## src/verilog/sd_cmd_pkg.sv

```systemverilog
package sd_cmd_pkg;

    // register port
    localparam int REG_ADDR_W  = 3;
    localparam int ARG_W       = 32;
    localparam int CMD_INDEX_W = 6;
    localparam int RESP_TYPE_W = 2;
    localparam int CMD_REG_W   = 12;

    // command register fields
    localparam int CMD_FIELD_INDEX_LSB = 0;
    localparam int CMD_FIELD_RESP_LSB  = 8;
    localparam int CMD_FIELD_CRC_CHK   = 10;
    localparam int CMD_FIELD_IDX_CHK   = 11;

    // status bits, write 1 to clear
    localparam int INT_W             = 4;
    localparam int INT_CMD_COMPLETE  = 0;
    localparam int INT_CMD_TIMEOUT   = 1;
    localparam int INT_CMD_CRC_ERR   = 2;
    localparam int INT_CMD_INDEX_ERR = 3;

    // cmd line framing
    localparam int FRAME_W    = 48;
    localparam int CRC_W      = 7;
    localparam int CRC_SPAN_W = 40;
    localparam int BIT_CNT_W  = 6;
    localparam int NCR_MAX    = 64;
    localparam int NCR_CNT_W  = $clog2(NCR_MAX);

    typedef enum logic [REG_ADDR_W-1:0] {
        REG_ARGUMENT      = 3'd0,
        REG_COMMAND       = 3'd1,
        REG_RESPONSE      = 3'd2,
        REG_INT_STATUS    = 3'd3,
        REG_INT_ENABLE    = 3'd4,
        REG_PRESENT_STATE = 3'd5
    } reg_addr_e;

    // codes 2 and 3 are reserved and behave like RESP_NONE
    typedef enum logic [RESP_TYPE_W-1:0] {
        RESP_NONE  = 2'd0,
        RESP_SHORT = 2'd1
    } resp_type_e;

endpackage

```

## src/verilog/sd_cmd_regs.sv

```systemverilog
`timescale 1ns/1ps

module sd_cmd_regs (
    input  logic                                 sd_clk,
    input  logic                                 reset_i,
    input  logic                                 wr_en_i,
    input  logic                                 rd_en_i,
    input  sd_cmd_pkg::reg_addr_e                addr_i,
    input  logic [sd_cmd_pkg::ARG_W-1:0]         wr_data_i,
    output logic [sd_cmd_pkg::ARG_W-1:0]         rd_data_o,
    output logic                                 interrupt_o,
    output logic                                 cmd_start_o,
    output logic [sd_cmd_pkg::ARG_W-1:0]         argument_o,
    output logic [sd_cmd_pkg::CMD_INDEX_W-1:0]   cmd_index_o,
    output sd_cmd_pkg::resp_type_e               resp_type_o,
    output logic                                 crc_check_en_o,
    output logic                                 index_check_en_o,
    input  logic                                 cmd_inhibit_i,
    input  logic                                 done_i,
    input  logic [sd_cmd_pkg::INT_W-1:0]         status_set_i,
    input  logic [sd_cmd_pkg::ARG_W-1:0]         response_i
);
    import sd_cmd_pkg::*;

    logic [CMD_REG_W-1:0] command_q;
    logic [ARG_W-1:0]     response_q;
    logic [INT_W-1:0]     int_enable_q;
    logic [INT_W-1:0]     int_status_q;
    logic [INT_W-1:0]     status_clr;
    logic                 cmd_wr_ok;

    // a command write only counts while the sequencer is free
    assign cmd_wr_ok = wr_en_i && (addr_i == REG_COMMAND) && !cmd_inhibit_i && !cmd_start_o;

    assign status_clr = (wr_en_i && (addr_i == REG_INT_STATUS)) ?
                        wr_data_i[INT_W-1:0] : '0;

    // command field decode
    assign cmd_index_o      = command_q[CMD_FIELD_INDEX_LSB +: CMD_INDEX_W];
    assign resp_type_o      = resp_type_e'(command_q[CMD_FIELD_RESP_LSB +: RESP_TYPE_W]);
    assign crc_check_en_o   = command_q[CMD_FIELD_CRC_CHK];
    assign index_check_en_o = command_q[CMD_FIELD_IDX_CHK];

    assign interrupt_o = |(int_status_q & int_enable_q);

    always_ff @(posedge sd_clk) begin
        if (reset_i) begin
            cmd_start_o  <= 1'b0;
            argument_o   <= '0;
            command_q    <= '0;
            response_q   <= '0;
            int_enable_q <= '0;
            int_status_q <= '0;
        end else begin
            cmd_start_o <= cmd_wr_ok;
            if (wr_en_i && (addr_i == REG_ARGUMENT)) begin
                argument_o <= wr_data_i;
            end
            if (cmd_wr_ok) begin
                command_q <= wr_data_i[CMD_REG_W-1:0];
            end
            if (wr_en_i && (addr_i == REG_INT_ENABLE)) begin
                int_enable_q <= wr_data_i[INT_W-1:0];
            end
            if (done_i) begin
                response_q <= response_i;
            end
            // set has priority over a clear in the same cycle
            int_status_q <= (int_status_q & ~status_clr) | (done_i ? status_set_i : '0);
        end
    end

    // registered read port
    always_ff @(posedge sd_clk) begin
        if (reset_i) begin
            rd_data_o <= '0;
        end else if (rd_en_i) begin
            case (addr_i)
                REG_ARGUMENT:      rd_data_o <= argument_o;
                REG_COMMAND:       rd_data_o <= {{(ARG_W-CMD_REG_W){1'b0}}, command_q};
                REG_RESPONSE:      rd_data_o <= response_q;
                REG_INT_STATUS:    rd_data_o <= {{(ARG_W-INT_W){1'b0}}, int_status_q};
                REG_INT_ENABLE:    rd_data_o <= {{(ARG_W-INT_W){1'b0}}, int_enable_q};
                REG_PRESENT_STATE: rd_data_o <= {{(ARG_W-1){1'b0}}, cmd_inhibit_i};
                default:           rd_data_o <= '0;
            endcase
        end
    end

endmodule

```

## src/verilog/sd_cmd_master.sv

```systemverilog
`timescale 1ns/1ps

module sd_cmd_master (
    input  logic                                 sd_clk,
    input  logic                                 reset_i,
    input  logic                                 cmd_start_i,
    input  logic [sd_cmd_pkg::ARG_W-1:0]         argument_i,
    input  logic [sd_cmd_pkg::CMD_INDEX_W-1:0]   cmd_index_i,
    input  sd_cmd_pkg::resp_type_e               resp_type_i,
    input  logic                                 crc_check_en_i,
    input  logic                                 index_check_en_i,
    output logic                                 cmd_inhibit_o,
    output logic                                 done_o,
    output logic [sd_cmd_pkg::INT_W-1:0]         status_set_o,
    output logic [sd_cmd_pkg::ARG_W-1:0]         response_o,
    output logic                                 xfr_start_o,
    output logic [sd_cmd_pkg::ARG_W-1:0]         xfr_argument_o,
    output logic [sd_cmd_pkg::CMD_INDEX_W-1:0]   xfr_index_o,
    output logic                                 expect_response_o,
    input  logic                                 finish_i,
    input  logic                                 timeout_i,
    input  logic                                 crc_ok_i,
    input  logic [sd_cmd_pkg::CMD_INDEX_W-1:0]   rx_index_i,
    input  logic [sd_cmd_pkg::ARG_W-1:0]         rx_argument_i
);
    import sd_cmd_pkg::*;

    typedef enum logic [1:0] {
        IDLE,
        SEND,
        WAIT_FINISH
    } state_e;

    state_e           state;
    logic             crc_chk_q;
    logic             idx_chk_q;
    logic             resp_valid;
    logic             crc_err;
    logic             idx_err;
    logic [INT_W-1:0] status_next;

    assign xfr_start_o = (state == SEND);

    // stays high through the done cycle so status lands before inhibit drops
    assign cmd_inhibit_o = (state != IDLE) || done_o;

    // response fields only mean something when a reply actually arrived
    assign resp_valid = expect_response_o && !timeout_i;
    assign crc_err    = resp_valid && crc_chk_q && !crc_ok_i;
    assign idx_err    = resp_valid && idx_chk_q && (rx_index_i != xfr_index_o);

    always_comb begin
        status_next                    = '0;
        status_next[INT_CMD_COMPLETE]  = 1'b1;
        status_next[INT_CMD_TIMEOUT]   = expect_response_o && timeout_i;
        status_next[INT_CMD_CRC_ERR]   = crc_err;
        status_next[INT_CMD_INDEX_ERR] = idx_err;
    end

    always_ff @(posedge sd_clk) begin
        if (reset_i) begin
            state             <= IDLE;
            done_o            <= 1'b0;
            expect_response_o <= 1'b0;
            crc_chk_q         <= 1'b0;
            idx_chk_q         <= 1'b0;
        end else begin
            done_o <= 1'b0;
            case (state)
                IDLE: begin
                    if (cmd_start_i) begin
                        // reserved response codes fall back to no response
                        expect_response_o <= (resp_type_i == RESP_SHORT);
                        crc_chk_q         <= crc_check_en_i;
                        idx_chk_q         <= index_check_en_i;
                        state             <= SEND;
                    end
                end
                SEND: begin
                    state <= WAIT_FINISH;
                end
                WAIT_FINISH: begin
                    if (finish_i) begin
                        done_o <= 1'b1;
                        state  <= IDLE;
                    end
                end
                default: begin
                    state <= IDLE;
                end
            endcase
        end
    end

    // frame fields and outcome
    always_ff @(posedge sd_clk) begin
        if ((state == IDLE) && cmd_start_i) begin
            xfr_argument_o <= argument_i;
            xfr_index_o    <= cmd_index_i;
        end
        if ((state == WAIT_FINISH) && finish_i) begin
            status_set_o <= status_next;
            response_o   <= resp_valid ? rx_argument_i : '0;
        end
    end

endmodule

```

## src/verilog/sd_cmd_serial_host.sv

```systemverilog
`timescale 1ns/1ps

module sd_cmd_serial_host (
    input  logic                                 sd_clk,
    input  logic                                 reset_i,
    input  logic                                 xfr_start_i,
    input  logic [sd_cmd_pkg::ARG_W-1:0]         xfr_argument_i,
    input  logic [sd_cmd_pkg::CMD_INDEX_W-1:0]   xfr_index_i,
    input  logic                                 expect_response_i,
    output logic                                 finish_o,
    output logic                                 timeout_o,
    output logic                                 crc_ok_o,
    output logic [sd_cmd_pkg::CMD_INDEX_W-1:0]   rx_index_o,
    output logic [sd_cmd_pkg::ARG_W-1:0]         rx_argument_o,
    input  logic                                 sd_cmd_i,
    output logic                                 sd_cmd_o,
    output logic                                 sd_cmd_oe_o
);
    import sd_cmd_pkg::*;

    typedef enum logic [2:0] {
        IDLE,
        TX,
        WAIT_RESP,
        RX,
        FINISH
    } state_e;

    state_e                state;
    logic [BIT_CNT_W-1:0]  bit_cnt;
    logic [NCR_CNT_W-1:0]  ncr_cnt;
    logic [CRC_W-1:0]      crc;
    logic                  expect_q;
    logic [CRC_SPAN_W-1:0] tx_data;
    logic [FRAME_W-2:0]    rx_data;

    // one step of crc7, polynomial x^7 + x^3 + 1
    function automatic logic [CRC_W-1:0] crc7_step(input logic [CRC_W-1:0] crc_in,
                                                   input logic din);
        logic fb;
        fb = din ^ crc_in[CRC_W-1];
        return {crc_in[5:3], crc_in[2] ^ fb, crc_in[1:0], fb};
    endfunction

    assign finish_o = (state == FINISH);

    // rx_data holds the 47 bits that follow the start bit
    assign rx_index_o    = rx_data[FRAME_W-3 -: CMD_INDEX_W];
    assign rx_argument_o = rx_data[CRC_W+1 +: ARG_W];
    assign crc_ok_o      = (crc == rx_data[CRC_W:1]);

    always_ff @(posedge sd_clk) begin
        if (reset_i) begin
            state       <= IDLE;
            bit_cnt     <= '0;
            ncr_cnt     <= '0;
            crc         <= '0;
            expect_q    <= 1'b0;
            timeout_o   <= 1'b0;
            sd_cmd_o    <= 1'b1;
            sd_cmd_oe_o <= 1'b0;
        end else begin
            case (state)
                IDLE: begin
                    if (xfr_start_i) begin
                        // start bit goes out now, a zero bit leaves crc at zero
                        sd_cmd_o    <= 1'b0;
                        sd_cmd_oe_o <= 1'b1;
                        crc         <= '0;
                        bit_cnt     <= BIT_CNT_W'(1);
                        timeout_o   <= 1'b0;
                        expect_q    <= expect_response_i;
                        state       <= TX;
                    end
                end
                TX: begin
                    bit_cnt <= bit_cnt + 1'b1;
                    if (bit_cnt < BIT_CNT_W'(CRC_SPAN_W)) begin
                        sd_cmd_o <= tx_data[CRC_SPAN_W-1];
                        crc      <= crc7_step(crc, tx_data[CRC_SPAN_W-1]);
                    end else if (bit_cnt < BIT_CNT_W'(FRAME_W-1)) begin
                        sd_cmd_o <= crc[CRC_W-1];
                        crc      <= {crc[CRC_W-2:0], 1'b0};
                    end else begin
                        // end bit
                        sd_cmd_o <= 1'b1;
                        ncr_cnt  <= '0;
                        state    <= expect_q ? WAIT_RESP : FINISH;
                    end
                end
                WAIT_RESP: begin
                    sd_cmd_oe_o <= 1'b0;
                    sd_cmd_o    <= 1'b1;
                    if (!sd_cmd_i) begin
                        crc     <= '0;
                        bit_cnt <= BIT_CNT_W'(1);
                        state   <= RX;
                    end else if (ncr_cnt == NCR_CNT_W'(NCR_MAX-1)) begin
                        timeout_o <= 1'b1;
                        state     <= FINISH;
                    end else begin
                        ncr_cnt <= ncr_cnt + 1'b1;
                    end
                end
                RX: begin
                    bit_cnt <= bit_cnt + 1'b1;
                    if (bit_cnt < BIT_CNT_W'(CRC_SPAN_W)) begin
                        crc <= crc7_step(crc, sd_cmd_i);
                    end
                    if (bit_cnt == BIT_CNT_W'(FRAME_W-1)) begin
                        state <= FINISH;
                    end
                end
                FINISH: begin
                    sd_cmd_oe_o <= 1'b0;
                    sd_cmd_o    <= 1'b1;
                    state       <= IDLE;
                end
                default: begin
                    state <= IDLE;
                end
            endcase
        end
    end

    // shift registers for the outgoing header and the incoming frame
    always_ff @(posedge sd_clk) begin
        if ((state == IDLE) && xfr_start_i) begin
            tx_data <= {1'b1, xfr_index_i, xfr_argument_i, 1'b0};
        end else if ((state == TX) && (bit_cnt < BIT_CNT_W'(CRC_SPAN_W))) begin
            tx_data <= {tx_data[CRC_SPAN_W-2:0], 1'b0};
        end
        if (state == RX) begin
            rx_data <= {rx_data[FRAME_W-3:0], sd_cmd_i};
        end
    end

endmodule

```

## src/verilog/sd_emmc_cmd_top.sv

```systemverilog
`timescale 1ns/1ps

module sd_emmc_cmd_top (
    input  logic                         sd_clk,
    input  logic                         reset_i,
    input  logic                         wr_en_i,
    input  logic                         rd_en_i,
    input  sd_cmd_pkg::reg_addr_e        addr_i,
    input  logic [sd_cmd_pkg::ARG_W-1:0] wr_data_i,
    output logic [sd_cmd_pkg::ARG_W-1:0] rd_data_o,
    output logic                         interrupt_o,
    input  logic                         sd_cmd_i,
    output logic                         sd_cmd_o,
    output logic                         sd_cmd_oe_o
);
    import sd_cmd_pkg::*;

    // register block to sequencer
    logic                   cmd_start;
    logic [ARG_W-1:0]       argument;
    logic [CMD_INDEX_W-1:0] cmd_index;
    resp_type_e             resp_type;
    logic                   crc_check_en;
    logic                   index_check_en;

    // sequencer back to registers
    logic                   cmd_inhibit;
    logic                   done_pulse;
    logic [INT_W-1:0]       status_set;
    logic [ARG_W-1:0]       response;

    // sequencer and serializer
    logic                   xfr_start;
    logic [ARG_W-1:0]       xfr_argument;
    logic [CMD_INDEX_W-1:0] xfr_index;
    logic                   expect_response;
    logic                   finish;
    logic                   timeout;
    logic                   crc_ok;
    logic [CMD_INDEX_W-1:0] rx_index;
    logic [ARG_W-1:0]       rx_argument;

    sd_cmd_regs u_regs (
        .sd_clk           (sd_clk),
        .reset_i          (reset_i),
        .wr_en_i          (wr_en_i),
        .rd_en_i          (rd_en_i),
        .addr_i           (addr_i),
        .wr_data_i        (wr_data_i),
        .rd_data_o        (rd_data_o),
        .interrupt_o      (interrupt_o),
        .cmd_start_o      (cmd_start),
        .argument_o       (argument),
        .cmd_index_o      (cmd_index),
        .resp_type_o      (resp_type),
        .crc_check_en_o   (crc_check_en),
        .index_check_en_o (index_check_en),
        .cmd_inhibit_i    (cmd_inhibit),
        .done_i           (done_pulse),
        .status_set_i     (status_set),
        .response_i       (response)
    );

    sd_cmd_master u_master (
        .sd_clk            (sd_clk),
        .reset_i           (reset_i),
        .cmd_start_i       (cmd_start),
        .argument_i        (argument),
        .cmd_index_i       (cmd_index),
        .resp_type_i       (resp_type),
        .crc_check_en_i    (crc_check_en),
        .index_check_en_i  (index_check_en),
        .cmd_inhibit_o     (cmd_inhibit),
        .done_o            (done_pulse),
        .status_set_o      (status_set),
        .response_o        (response),
        .xfr_start_o       (xfr_start),
        .xfr_argument_o    (xfr_argument),
        .xfr_index_o       (xfr_index),
        .expect_response_o (expect_response),
        .finish_i          (finish),
        .timeout_i         (timeout),
        .crc_ok_i          (crc_ok),
        .rx_index_i        (rx_index),
        .rx_argument_i     (rx_argument)
    );

    sd_cmd_serial_host u_serial_host (
        .sd_clk            (sd_clk),
        .reset_i           (reset_i),
        .xfr_start_i       (xfr_start),
        .xfr_argument_i    (xfr_argument),
        .xfr_index_i       (xfr_index),
        .expect_response_i (expect_response),
        .finish_o          (finish),
        .timeout_o         (timeout),
        .crc_ok_o          (crc_ok),
        .rx_index_o        (rx_index),
        .rx_argument_o     (rx_argument),
        .sd_cmd_i          (sd_cmd_i),
        .sd_cmd_o          (sd_cmd_o),
        .sd_cmd_oe_o       (sd_cmd_oe_o)
    );

endmodule

```

## config.mk

```make
export PLATFORM = sky130hd
export DESIGN_NAME = sd_emmc_cmd_top
export DESIGN_NICKNAME = d
export VERILOG_FILES = /design/src/verilog/sd_cmd_pkg.sv /design/src/verilog/sd_cmd_regs.sv /design/src/verilog/sd_cmd_master.sv /design/src/verilog/sd_cmd_serial_host.sv /design/src/verilog/sd_emmc_cmd_top.sv
export SDC_FILE = /design/constraint.sdc
export NUM_CORES = 1
export LEC_CHECK = 0
export BUFFER_PORTS_ARGS = -buffer_cell sky130_fd_sc_hd__buf_2
export CAP_MARGIN = 40
export CORE_UTILIZATION = 54
export CTS_CLUSTER_SIZE = 16
export DETAILED_ROUTE_END_ITERATION = 6
export GPL_TIMING_DRIVEN = 0
export PLACE_DENSITY_LB_ADDON = 0.15
export SYNTH_ARGS = -nofsm -noshare
export SYNTH_HDL_FRONTEND = slang
export SYNTH_SLANG_ARGS = --single-unit
```

## constraint.sdc

```tcl
create_clock -name sd_clk -period 2.4 [get_ports sd_clk]
set_input_delay 0.24 -clock sd_clk [delete_from_list [all_inputs] [get_ports sd_clk]]
set_output_delay 0.24 -clock sd_clk [all_outputs]
set_load 0.01 [all_outputs]
```

# [After elaboration in Yosys (flattened, before gate mapping)]
# Cells that the tools add are included.
[word_totals] elab_cells=155 ff_bits=307 in_bits=40 output_inout_bits=35
[op_classes] order_cmp=2 muxes=40 n_reduce_logical=46 n_eq_ne=29 bitwise=9 n_addsub=2
[ops] cell="32-bit one-hot mux with 6 select lines" n=1
[ops] cell="39-bit two-way mux" n=2
[ops] cell="6-bit two-way mux" n=6
[ops] cell="7-bit two-way mux" n=5
[ops] cell="7-bit one-hot mux with 4 select lines" n=1
[ops] cell="3-bit two-way mux" n=7
[ops] cell="6-bit one-hot mux with 3 select lines" n=1
[ops] cell="1-bit logical AND" n=16
[ops] cell="5-bit AND reduction" n=3
[ops] cell="6-bit by 1-bit adder with 6-bit output, second input constant" n=2
[ops] cell="3-bit by 2-bit equality test with 1-bit output, second input constant" n=4
[ops] cell="6-bit equality test, second input constant" n=2
[ops] cell="6-bit less-than comparator, second input constant" n=2
[ops] cell="2-bit != test, second input constant" n=6
[ops] cell="3-bit one-hot mux with 4 select lines" n=1
[ops] cell="6-bit one-hot mux with 2 select lines" n=1
[ops] cell="2-bit by 1-bit != test with 1-bit output, second input constant" n=5
[ops] cell="2-bit AND reduction" n=5
[ops] cell="2-bit nonzero test" n=5
[ops] cell="3-bit equality test, second input constant" n=3
[ops] cell="4-bit AND" n=2
[ops] cell="4-bit two-way mux" n=2
[ops] cell="7-bit equality test" n=1
[ops] cell="1-bit two-way mux" n=7
[ops] cell="other kinds (24)" n=38

# [Depth between registers and ports, before layout]
# Gate-level depths: netlist (run 1).
[logic_depth] ltp_word=6 depth_mapped=7

# [Hierarchy]
# From an unflattened synthesis (run 1), not the netlist that was laid out.
[unflattened] cells_unflattened=1131 area_unflattened_um2=12543.3
[by_module_without_submodules] module="sd_cmd_regs" cells_each=550 area_each_um2=4938.5 n_inst=1 seq_area_each_um2=2342.2
[by_module_without_submodules] module="sd_cmd_serial_host" cells_each=437 area_each_um2=4855.9 n_inst=1 seq_area_each_um2=3062.9
[by_module_without_submodules] module="sd_cmd_master" cells_each=144 area_each_um2=2748.9 n_inst=1 seq_area_each_um2=2312.2

# [Worst setup path after synthesis (run 1)]
# No wires, ideal clock.
[synth_timing] path_kind="register -> register" start="register u_serial_host.state[1]" end="register u_serial_host.rx_data[0] (enable)" arrival_ns=1.972 stages_incl_launch_ff=4 setup_ns=0.408 synth_period_minus_slack_ns=2.380 setup_slack_ns=0.020 path_buffers=2 cell_sequence="dfxtp_1 buf_2 buf_1 and2_1"
[synth_via] elab_chain_cells=1
[synth_rtl] item="start, declared" line="sd_cmd_serial_host.sv:29" source="state_e state;"
[synth_rtl] item="start signal, assigned" line="sd_cmd_serial_host.sv:88" source="state <= expect_q ? WAIT_RESP : FINISH;"
[synth_rtl] item="3-bit by 2-bit equality test with 1-bit output" line="sd_cmd_serial_host.sv:133" source="if (state == RX) begin"
[synth_rtl] item="end signal, assigned" line="sd_cmd_serial_host.sv:134" source="rx_data <= {rx_data[FRAME_W-3:0], sd_cmd_i};"
[synth_rtl] item="end, declared" line="sd_cmd_serial_host.sv:35" source="logic [FRAME_W-2:0] rx_data;"
# Every way passes these cells.
# A chain may end at the register's enable or synchronous reset.

# [Worst setup path in the final report (run 1)]
[layout_timing] start="register u_serial_host.state[0]" end="register u_serial_host.tx_data[20] (enable)"
[layout_via] elab_chain_cells=3
[layout_rtl] item="3-bit by 1-bit equality test with 1-bit output / 3-bit logical NOT (equally long branches)" line="sd_cmd_serial_host.sv:130, sd_cmd_serial_host.sv:128"
[layout_rtl] item="1-bit logical AND, on equally long branches" line="sd_cmd_serial_host.sv:130, sd_cmd_serial_host.sv:128"
[layout_rtl] item="2-bit nonzero test (no line) (*)"
[layout_rtl] item="end signal, assigned" line="sd_cmd_serial_host.sv:129" source="tx_data <= {1'b1, xfr_index_i, xfr_argument_i, 1'b0};"
[layout_rtl] item="end signal, assigned" line="sd_cmd_serial_host.sv:131" source="tx_data <= {tx_data[CRC_SPAN_W-2:0], 1'b0};"
[layout_rtl] item="end, declared" line="sd_cmd_serial_host.sv:34" source="logic [CRC_SPAN_W-1:0] tx_data;"
# Mark *: on every way between the ends. The rest lies on a longest branch, timed or not.

==> results of run 1 <==
-- flip-flops by register name, summed over array words and instances (netlist names), 4 cells and up --
register	flops
u_regs.argument_o	32
u_master.response_o	32
u_regs.rd_data_o	32
u_serial_host.bit_cnt	6
u_serial_host.ncr_cnt	6
u_regs.response_q	32
u_serial_host.tx_data	39
u_regs.int_enable_q	4
u_master.xfr_argument_o	32
u_regs.command_q	12
u_master.xfr_index_o	6
u_regs.int_status_q	4
u_serial_host.crc	7
u_serial_host.rx_data	46
-- through the flow --
stage / setup WS [ns] / total power, uW / TNS (ns) / cell area, sq um / cells
after detailed placement: -0.273 / 5970 / -7.26 / 12800 / 1438
after global routing: 0.0214 / 10900 / 0 / 14200 / 1528
after floorplan: 0.0201 / 5830 / 0 / 12000 / 1080
final: 0.192 / 10600 / 0 / 14200 / 1528
after global placement: -0.942 / 5960 / -86.04 / 12700 / 1433
after CTS: 0.0725 / 10700 / 0 / 14200 / 1528
-- cell usage after synthesis (2+ instances only) --
cell type	number
nor2b_1	38
o311ai_0	3
nand4_1	2
o21a_1	3
buf_2	8
clkbuf_1	47
nor4_1	3
nand2b_1	9
o2111ai_1	3
a311oi_1	3
or2_2	3
inv_1	7
a2111o_1	3
mux4_2	3
dfxtp_1	150
and3_1	6
edfxtp_1	157
buf_1	7
nand3_1	16
nor3b_2	2
xor2_1	8
a31o_2	3
a21boi_0	2
o21ai_0	12
nor3b_1	2
a31oi_1	2
ha_1	2
a21oi_1	92
xnor2_1	6
a22oi_1	7
mux2i_1	47
nor2_1	85
nand2_1	233
o2bb2ai_1	8
o211ai_1	3
a32o_1	2
nand3b_1	4
and2_1	36
buf_6	2
nor3_1	4
mux2_2	23
-- cell families after synthesis --
group                      after synthesis  share of synthesized area
xor gates and xnor gates                14                     0.0102
buffers and inverters                   71                     0.0242
AOI/OAI and AO/OA                      158                     0.0818
DFF                                    307                      0.642
and+or+nand+nor                        455                      0.174
muxes                                   73                     0.0663
adders and majority gates                2                    0.00208
-- worst max-delay path by stage --
stage                                              from                                   to  slack, ns  depth (start not counted)
floorplan           u_serial_host.state[1]$_SDFFE_PP0P_   u_serial_host.rx_data[0]$_DFFE_PP_       0.02                          3
global placement    u_serial_host.state[0]$_SDFFE_PP0P_  u_serial_host.tx_data[19]$_DFFE_PP_      -0.94                          5
detailed placement  u_serial_host.state[0]$_SDFFE_PP0P_  u_serial_host.tx_data[19]$_DFFE_PP_      -0.27                          6
CTS                 u_serial_host.state[0]$_SDFFE_PP0P_  u_serial_host.tx_data[19]$_DFFE_PP_       0.07                          6
global route        u_serial_host.state[0]$_SDFFE_PP0P_  u_serial_host.tx_data[19]$_DFFE_PP_       0.02                          6
finish              u_serial_host.state[0]$_SDFFE_PP0P_  u_serial_host.tx_data[20]$_DFFE_PP_       0.19                          6
-- worst max-delay path, cell delays in order, from the launching register on --
cell and delay (ns):
dfxtp_1 0.33, clkbuf_2 0.21, nor2_1 0.25, nand3b_1 0.31, clkbuf_2 0.31, nand2_4 0.27, buf_16 0.21
-- metal layers --
| metal | vias up | share of wire |
|---|---|---|
| met5 | - | 0.00048 |
| met4 | 2 | 0.024 |
| met3 | 53 | 0.055 |
| met2 | 249 | 0.44 |
| met1 | 3994 | 0.48 |
| li1 | 4057 | - |
-- repair_timing --
item / CTS / global route
hold buffers: 33 / 0
endpoints found under the hold margin: 48 / 0
setup endpoints to repair: 38 / 44
resized for setup: 2 / 3
-- power by group --
part           switching [uW]  total (uW)  internal (uW)
Combinational             219         361            142
Sequential               33.2        5550           5510
Clock                    1930        4700           2760
Total                    2180       10600           8420
-- layout make-up --
class | count | area [sq um] | area share
Buffer | 64 | 268 | 0.0189
Clock buffer | 42 | 838 | 0.0591
Clock inverter | 15 | 155 | 0.0109
Inverter | 7 | 26.3 | 0.00185
Multi-Input combinational cell | 702 | 4030 | 0.284
Sequential cell | 307 | 7720 | 0.544
Tap cell | 280 | 350 | 0.0247
Timing Repair Buffer | 111 | 801 | 0.0564
==> metrics, run 1 <==
Final setup viols=0; yosys warns=0; Unique masters post-synth=65; first-pass GRT wire length=42200 um; Post-Syn Area=12000 sq um; critical path class=flip-flop to flip-flop; sequential area share after synthesis=0.642; GR peak layer=met1; static leakage=0.00524 uW; worst r2r src=u_serial_host.state[0]$_SDFFE_PP0P_; num ports=75; clk_lat worst skew=0.55 ns; clock skew=0.0124 ns; Synth async-reset ratio=0; path depth of the worst reg2reg path=6; Primary FF master, synth=edfxtp_1; kind of start point of the critical path=flip-flop; status=complete, no violations; Worst Setup End Kind=flip-flop; slew margin rel.=0.404; Synth area leader=edfxtp_1; Hold WC Path Type=primary input to flip-flop; Total GRT Usage=0.242; # rows=54; CP required=2.65 ns; Die Area=22900 sq um; # DRC=0; CTS tree=yes; port buffer count=73; M3 GR Usage=0.0337; crit path max fanout=22; Hold Vio Cnt, Final=0; Starting Density=0.551; RSZ-0062 raised after global routing=false; synthesis-stage register bit count=307; max cap viols=0; GRT overflow=0; P&R area growth vs syn=18.0%; Die Wd=151 um; die height=151 um; via/cell ratio=5.47; layout cell share with drive strength beyond 1=0.142; cells taking the most area after synthesis=edfxtp_1 39%, dfxtp_1 25%, nand2_1 7.3%, mux2i_1 3.9%, a21oi_1 3.8%; TritonCTS Buffers=31; Final Cycle Share=0.920; Hold Slack=0.0648 ns; syn nets=1122; Vias=8355; Critical Path AT=2.45 ns; Tmin final=2.21 ns; Hold EP=u_serial_host.state[2]$_SDFFE_PP0P_; actual slew at the worst max-slew pin=0.891 ns; core area=21800 sq um; largest net degree at the start of global routing=37; top-area cell type share of the netlist area=0.392; Peak Freq=453 MHz; Worst VDD drop=0.000474 V; R2R Setup Slk=0.19 ns; Post-Route WL=27000 um; clock root buffer=clkbuf_16; M1 GR Usage=0.366; H-tree levels=1; vias in the first global route=7815; Post-Synthesis Cells=1080; most frequent cells in the layout=232 x nand2_1, 157 x edfxtp_1, 150 x dfxtp_1; fin util=0.650; initial antenna violation count=1; fin. max-slew vios=0; Clock Path Buffers=3; met2 usage=0.366; Fill cells=1681; 1st-pass router iterations=5; worst r2r dst=u_serial_host.tx_data[20]$_DFFE_PP_; Post-synth EDFFs=157; DR WL/cell=17.7 um; DRT iter0 DRCs=732; Clock Sinks=307; PwrDens=747 nW/um^2; Ant. Diodes=0; Layout Nets=1266; Antenna Nets Post-Route=0; post-detail-place hpwl=18800 um; hold path cells=4; Worst Hold Launch=reset_i; GP Congestion=0.914; Post-CTS Repair Setup Buffers=0; post-synthesis area per instance=11.1 sq um; commonest non-fill, non-tap cell in the layout=nand2_1; Clock Pin Slew Worst Setup and Hold Paths=0.06 ns
No activity file was read; power rests on OpenSTA's default activity.
==> inputs of run 2 (changes only) <==
--- a/config.mk
+++ b/config.mk
@@ -7,7 +7,10 @@
 export LEC_CHECK = 0
 export BUFFER_PORTS_ARGS = -buffer_cell sky130_fd_sc_hd__buf_2
 export CAP_MARGIN = 40
-export CORE_UTILIZATION = 54
+export CELL_PAD_IN_SITES_DETAIL_PLACEMENT = 1
+export CELL_PAD_IN_SITES_GLOBAL_PLACEMENT = 2
+export CORE_MARGIN = 2
+export CORE_UTILIZATION = 37
 export CTS_CLUSTER_SIZE = 16
 export DETAILED_ROUTE_END_ITERATION = 6
 export GPL_TIMING_DRIVEN = 0
==> metrics, run 2 (synthesized netlist as in run 1, its figures left out) <==
post-route setup TNS=0 ns (unchanged); worst r2r dst=u_serial_host.tx_data[20]$_DFFE_PP_ (unchanged); PwrDens=788 nW/um^2 (was 747 nW/um^2); die height=184 um (was 151 um); via/cell ratio=4.91 (was 5.47); sequential share of power=0.487 (was 0.523); port buffer count=73 (unchanged); 1st-pass router iterations=4 (was 5); R2R Setup Slk=0.18 ns (was 0.19 ns); CP required=2.60 ns (was 2.65 ns); Layout Nets=1260 (was 1266); M1 WL=15800 um (was 13000 um); largest net degree at the start of global routing=29 (was 37); Clock Sinks=307 (unchanged); hold path cells=3 (was 4); CTS tree=yes (unchanged); path depth of the worst reg2reg path=7 (was 6); GRT overflow=0 (unchanged); vias in the first global route=8468 (was 7815); P_int=8980 uW (was 8420 uW); Biggest register=u_serial_host.rx_data (unchanged); actual slew at the worst max-slew pin=0.823 ns (was 0.891 ns); # DRC=0 (unchanged); first-pass GRT wire length=50100 um (was 42200 um); Tmin final=2.22 ns (was 2.21 ns); layout cell share with drive strength beyond 1=0.151 (was 0.142); Detail Route met3 WL=1270 um (was 1480 um); number of flip-flops in the largest register=46 (unchanged); Worst VDD drop=0.000378 V (was 0.000474 V); Clock Pin Slew Worst Setup and Hold Paths=0.06 ns (about the same); Vias=8285 (was 8355); max cap viols=0 (unchanged); Final setup viols=0 (unchanged); clock skew=0.00855 ns (was 0.0124 ns); Final Cycle Share=0.924 (was 0.920); clock root buffer=clkbuf_16 (unchanged); clk_lat worst skew=0.50 ns (was 0.55 ns); commonest non-fill, non-tap cell in the layout=nand2_1 (unchanged); Hold Slack=0.0104 ns (was 0.0648 ns); Antenna Nets Post-Route=0 (unchanged); combinational power share=0.031 (was 0.034); Die Area=34000 sq um (was 22900 sq um); Switching Share=0.211 (was 0.206); switching pwr=2400 uW (was 2180 uW); post-detail-place hpwl=22900 um (was 18800 um); crit path max fanout=25 (was 22); kind of start point of the critical path=flip-flop (unchanged); critical path class=flip-flop to flip-flop (unchanged); part of the power in the clock network=0.481 (was 0.443); DRT iter0 DRCs=452 (was 732); worst r2r src=u_serial_host.state[0]$_SDFFE_PP0P_ (unchanged); RSZ-0062 raised after global routing=false (unchanged); status=complete, no violations (unchanged); GP Congestion=0.778 (was 0.914); met2 routed WL=14100 um (was 11900 um); initial antenna violation count=1 (unchanged); Regs by FF count=u_serial_host.rx_data x46, u_serial_host.tx_data x39 (unchanged); Critical Path AT=2.42 ns (was 2.45 ns); Worst Hold Launch=wr_data_i[28] (was reset_i); H-tree levels=2 (was 1); core area=32300 sq um (was 21800 sq um); slew margin rel.=0.444 (was 0.404); # rows=66 (was 54); fin. max-slew vios=0 (unchanged); fin util=0.448 (was 0.650); Hold WC Path Type=primary input to flip-flop (unchanged); Clock Path Buffers=3 (unchanged); P&R area growth vs syn=20.2% (was 18.0%); DR WL/cell=18.8 um (was 17.7 um); static leakage=0.00529 uW (was 0.00524 uW); Post-Route WL=31800 um (was 27000 um); Die Wd=184 um (was 151 um); Peak Freq=451 MHz (was 453 MHz); Hold EP=u_regs.argument_o[28]$_SDFFE_PP0P_ (was u_serial_host.state[2]$_SDFFE_PP0P_); num ports=75 (unchanged); Top Metal Used=met4 (was met5); most frequent cells in the layout=232 x nand2_1, 157 x edfxtp_1, 150 x dfxtp_1 (unchanged); Starting Density=0.372 (was 0.551); Worst Setup End Kind=flip-flop (unchanged); Total GRT Usage=0.193 (was 0.242); TritonCTS Buffers=36 (was 31); Hold Vio Cnt, Final=0 (unchanged)
-- run 2: cell types whose count changed in the layout (fill, tap and decap cells not counted), moves of 2 or more --
cell	previous run	this run
buf_4	0	2
clkbuf_16	32	39
clkbuf_8	0	2
dlygate4sd3_1	33	20
-- run 2: worst max-delay path by stage --
| stage | start | end | slack [ns] | cells past startpoint |
|---|---|---|---|---|
| 2_1_floorplan | u_serial_host.state[1]$_SDFFE_PP0P_ | u_serial_host.rx_data[0]$_DFFE_PP_ | 0.02 | 3 |
| 3_3_place_gp | u_serial_host.state[0]$_SDFFE_PP0P_ | u_serial_host.tx_data[18]$_DFFE_PP_ | -1.19 | 5 |
| 3_5_place_dp | u_serial_host.state[0]$_SDFFE_PP0P_ | u_serial_host.tx_data[19]$_DFFE_PP_ | -0.43 | 6 |
| 4_1_cts | u_serial_host.state[0]$_SDFFE_PP0P_ | u_serial_host.tx_data[37]$_DFFE_PP_ | 0.03 | 6 |
| 5_1_grt | u_serial_host.state[1]$_SDFFE_PP0P_ | u_serial_host.crc[6]$_SDFFE_PP0P_ | 0.02 | 6 |
| 6_report | u_serial_host.state[0]$_SDFFE_PP0P_ | u_serial_host.tx_data[20]$_DFFE_PP_ | 0.18 | 7 |
-- run 2: stage by stage --
| step | worst slack (ns) | cell area, sq um | total power (uW) | std cells |
|---|---|---|---|---|
| after global placement | -1.19 | 12900 | 5990 | 1595 |
| after CTS | 0.0282 | 14400 | 11500 | 1685 |
| after floorplan | 0.0201 | 12000 | 5830 | 1080 |
| after global routing | 0.0153 | 14500 | 11800 | 1686 |
| after detailed placement | -0.426 | 13100 | 6000 | 1601 |
| final | 0.183 | 14500 | 11400 | 1687 |
-- run 2: repair_timing --
item,in CTS,in global routing
pin swaps,0,1
setup endpoints to repair,38,52
gates resized for setup,3,1
endpoints found under the hold margin,23,0
hold buffers,20,0
buffers inserted,0,1
-- run 2: area by class of cell --
class,count,area [sq um]
diodes,1,2.50
repair buffers,100,673
clock inverters,14,146
clock buffers,50,1040
multi-input cells,702,4030
flip-flops and latches,307,7720
inverters,7,26.3
plain buffers,64,268
well taps,442,553
fillers,3536,17800
-- run 2: worst max-delay path: stages, from the launching register on --
cell,delay [ns]
dfxtp_1,0.33
clkbuf_2,0.22
nor2_1,0.29
nand3b_1,0.15
buf_4,0.19
clkbuf_2,0.23
nand2_4,0.25
buf_12,0.22
-- run 2: metal layers --
metal,GRT usage,up-vias
met5,0,-
met4,0.0499,0
met3,0.0338,40
met2,0.295,122
met1,0.283,4088
li1,-,4035
-- run 2: power groups by stage --
stage | Clock, uW | Combinational [uW] | Sequential (uW)
4_1_cts | 5600 | 363 | 5550
5_1_grt | 5830 | 397 | 5550
2_1_floorplan | 0 | 183 | 5650
3_3_place_gp | 0 | 331 | 5660
6_report | 5480 | 357 | 5550
3_5_place_dp | 0 | 336 | 5660
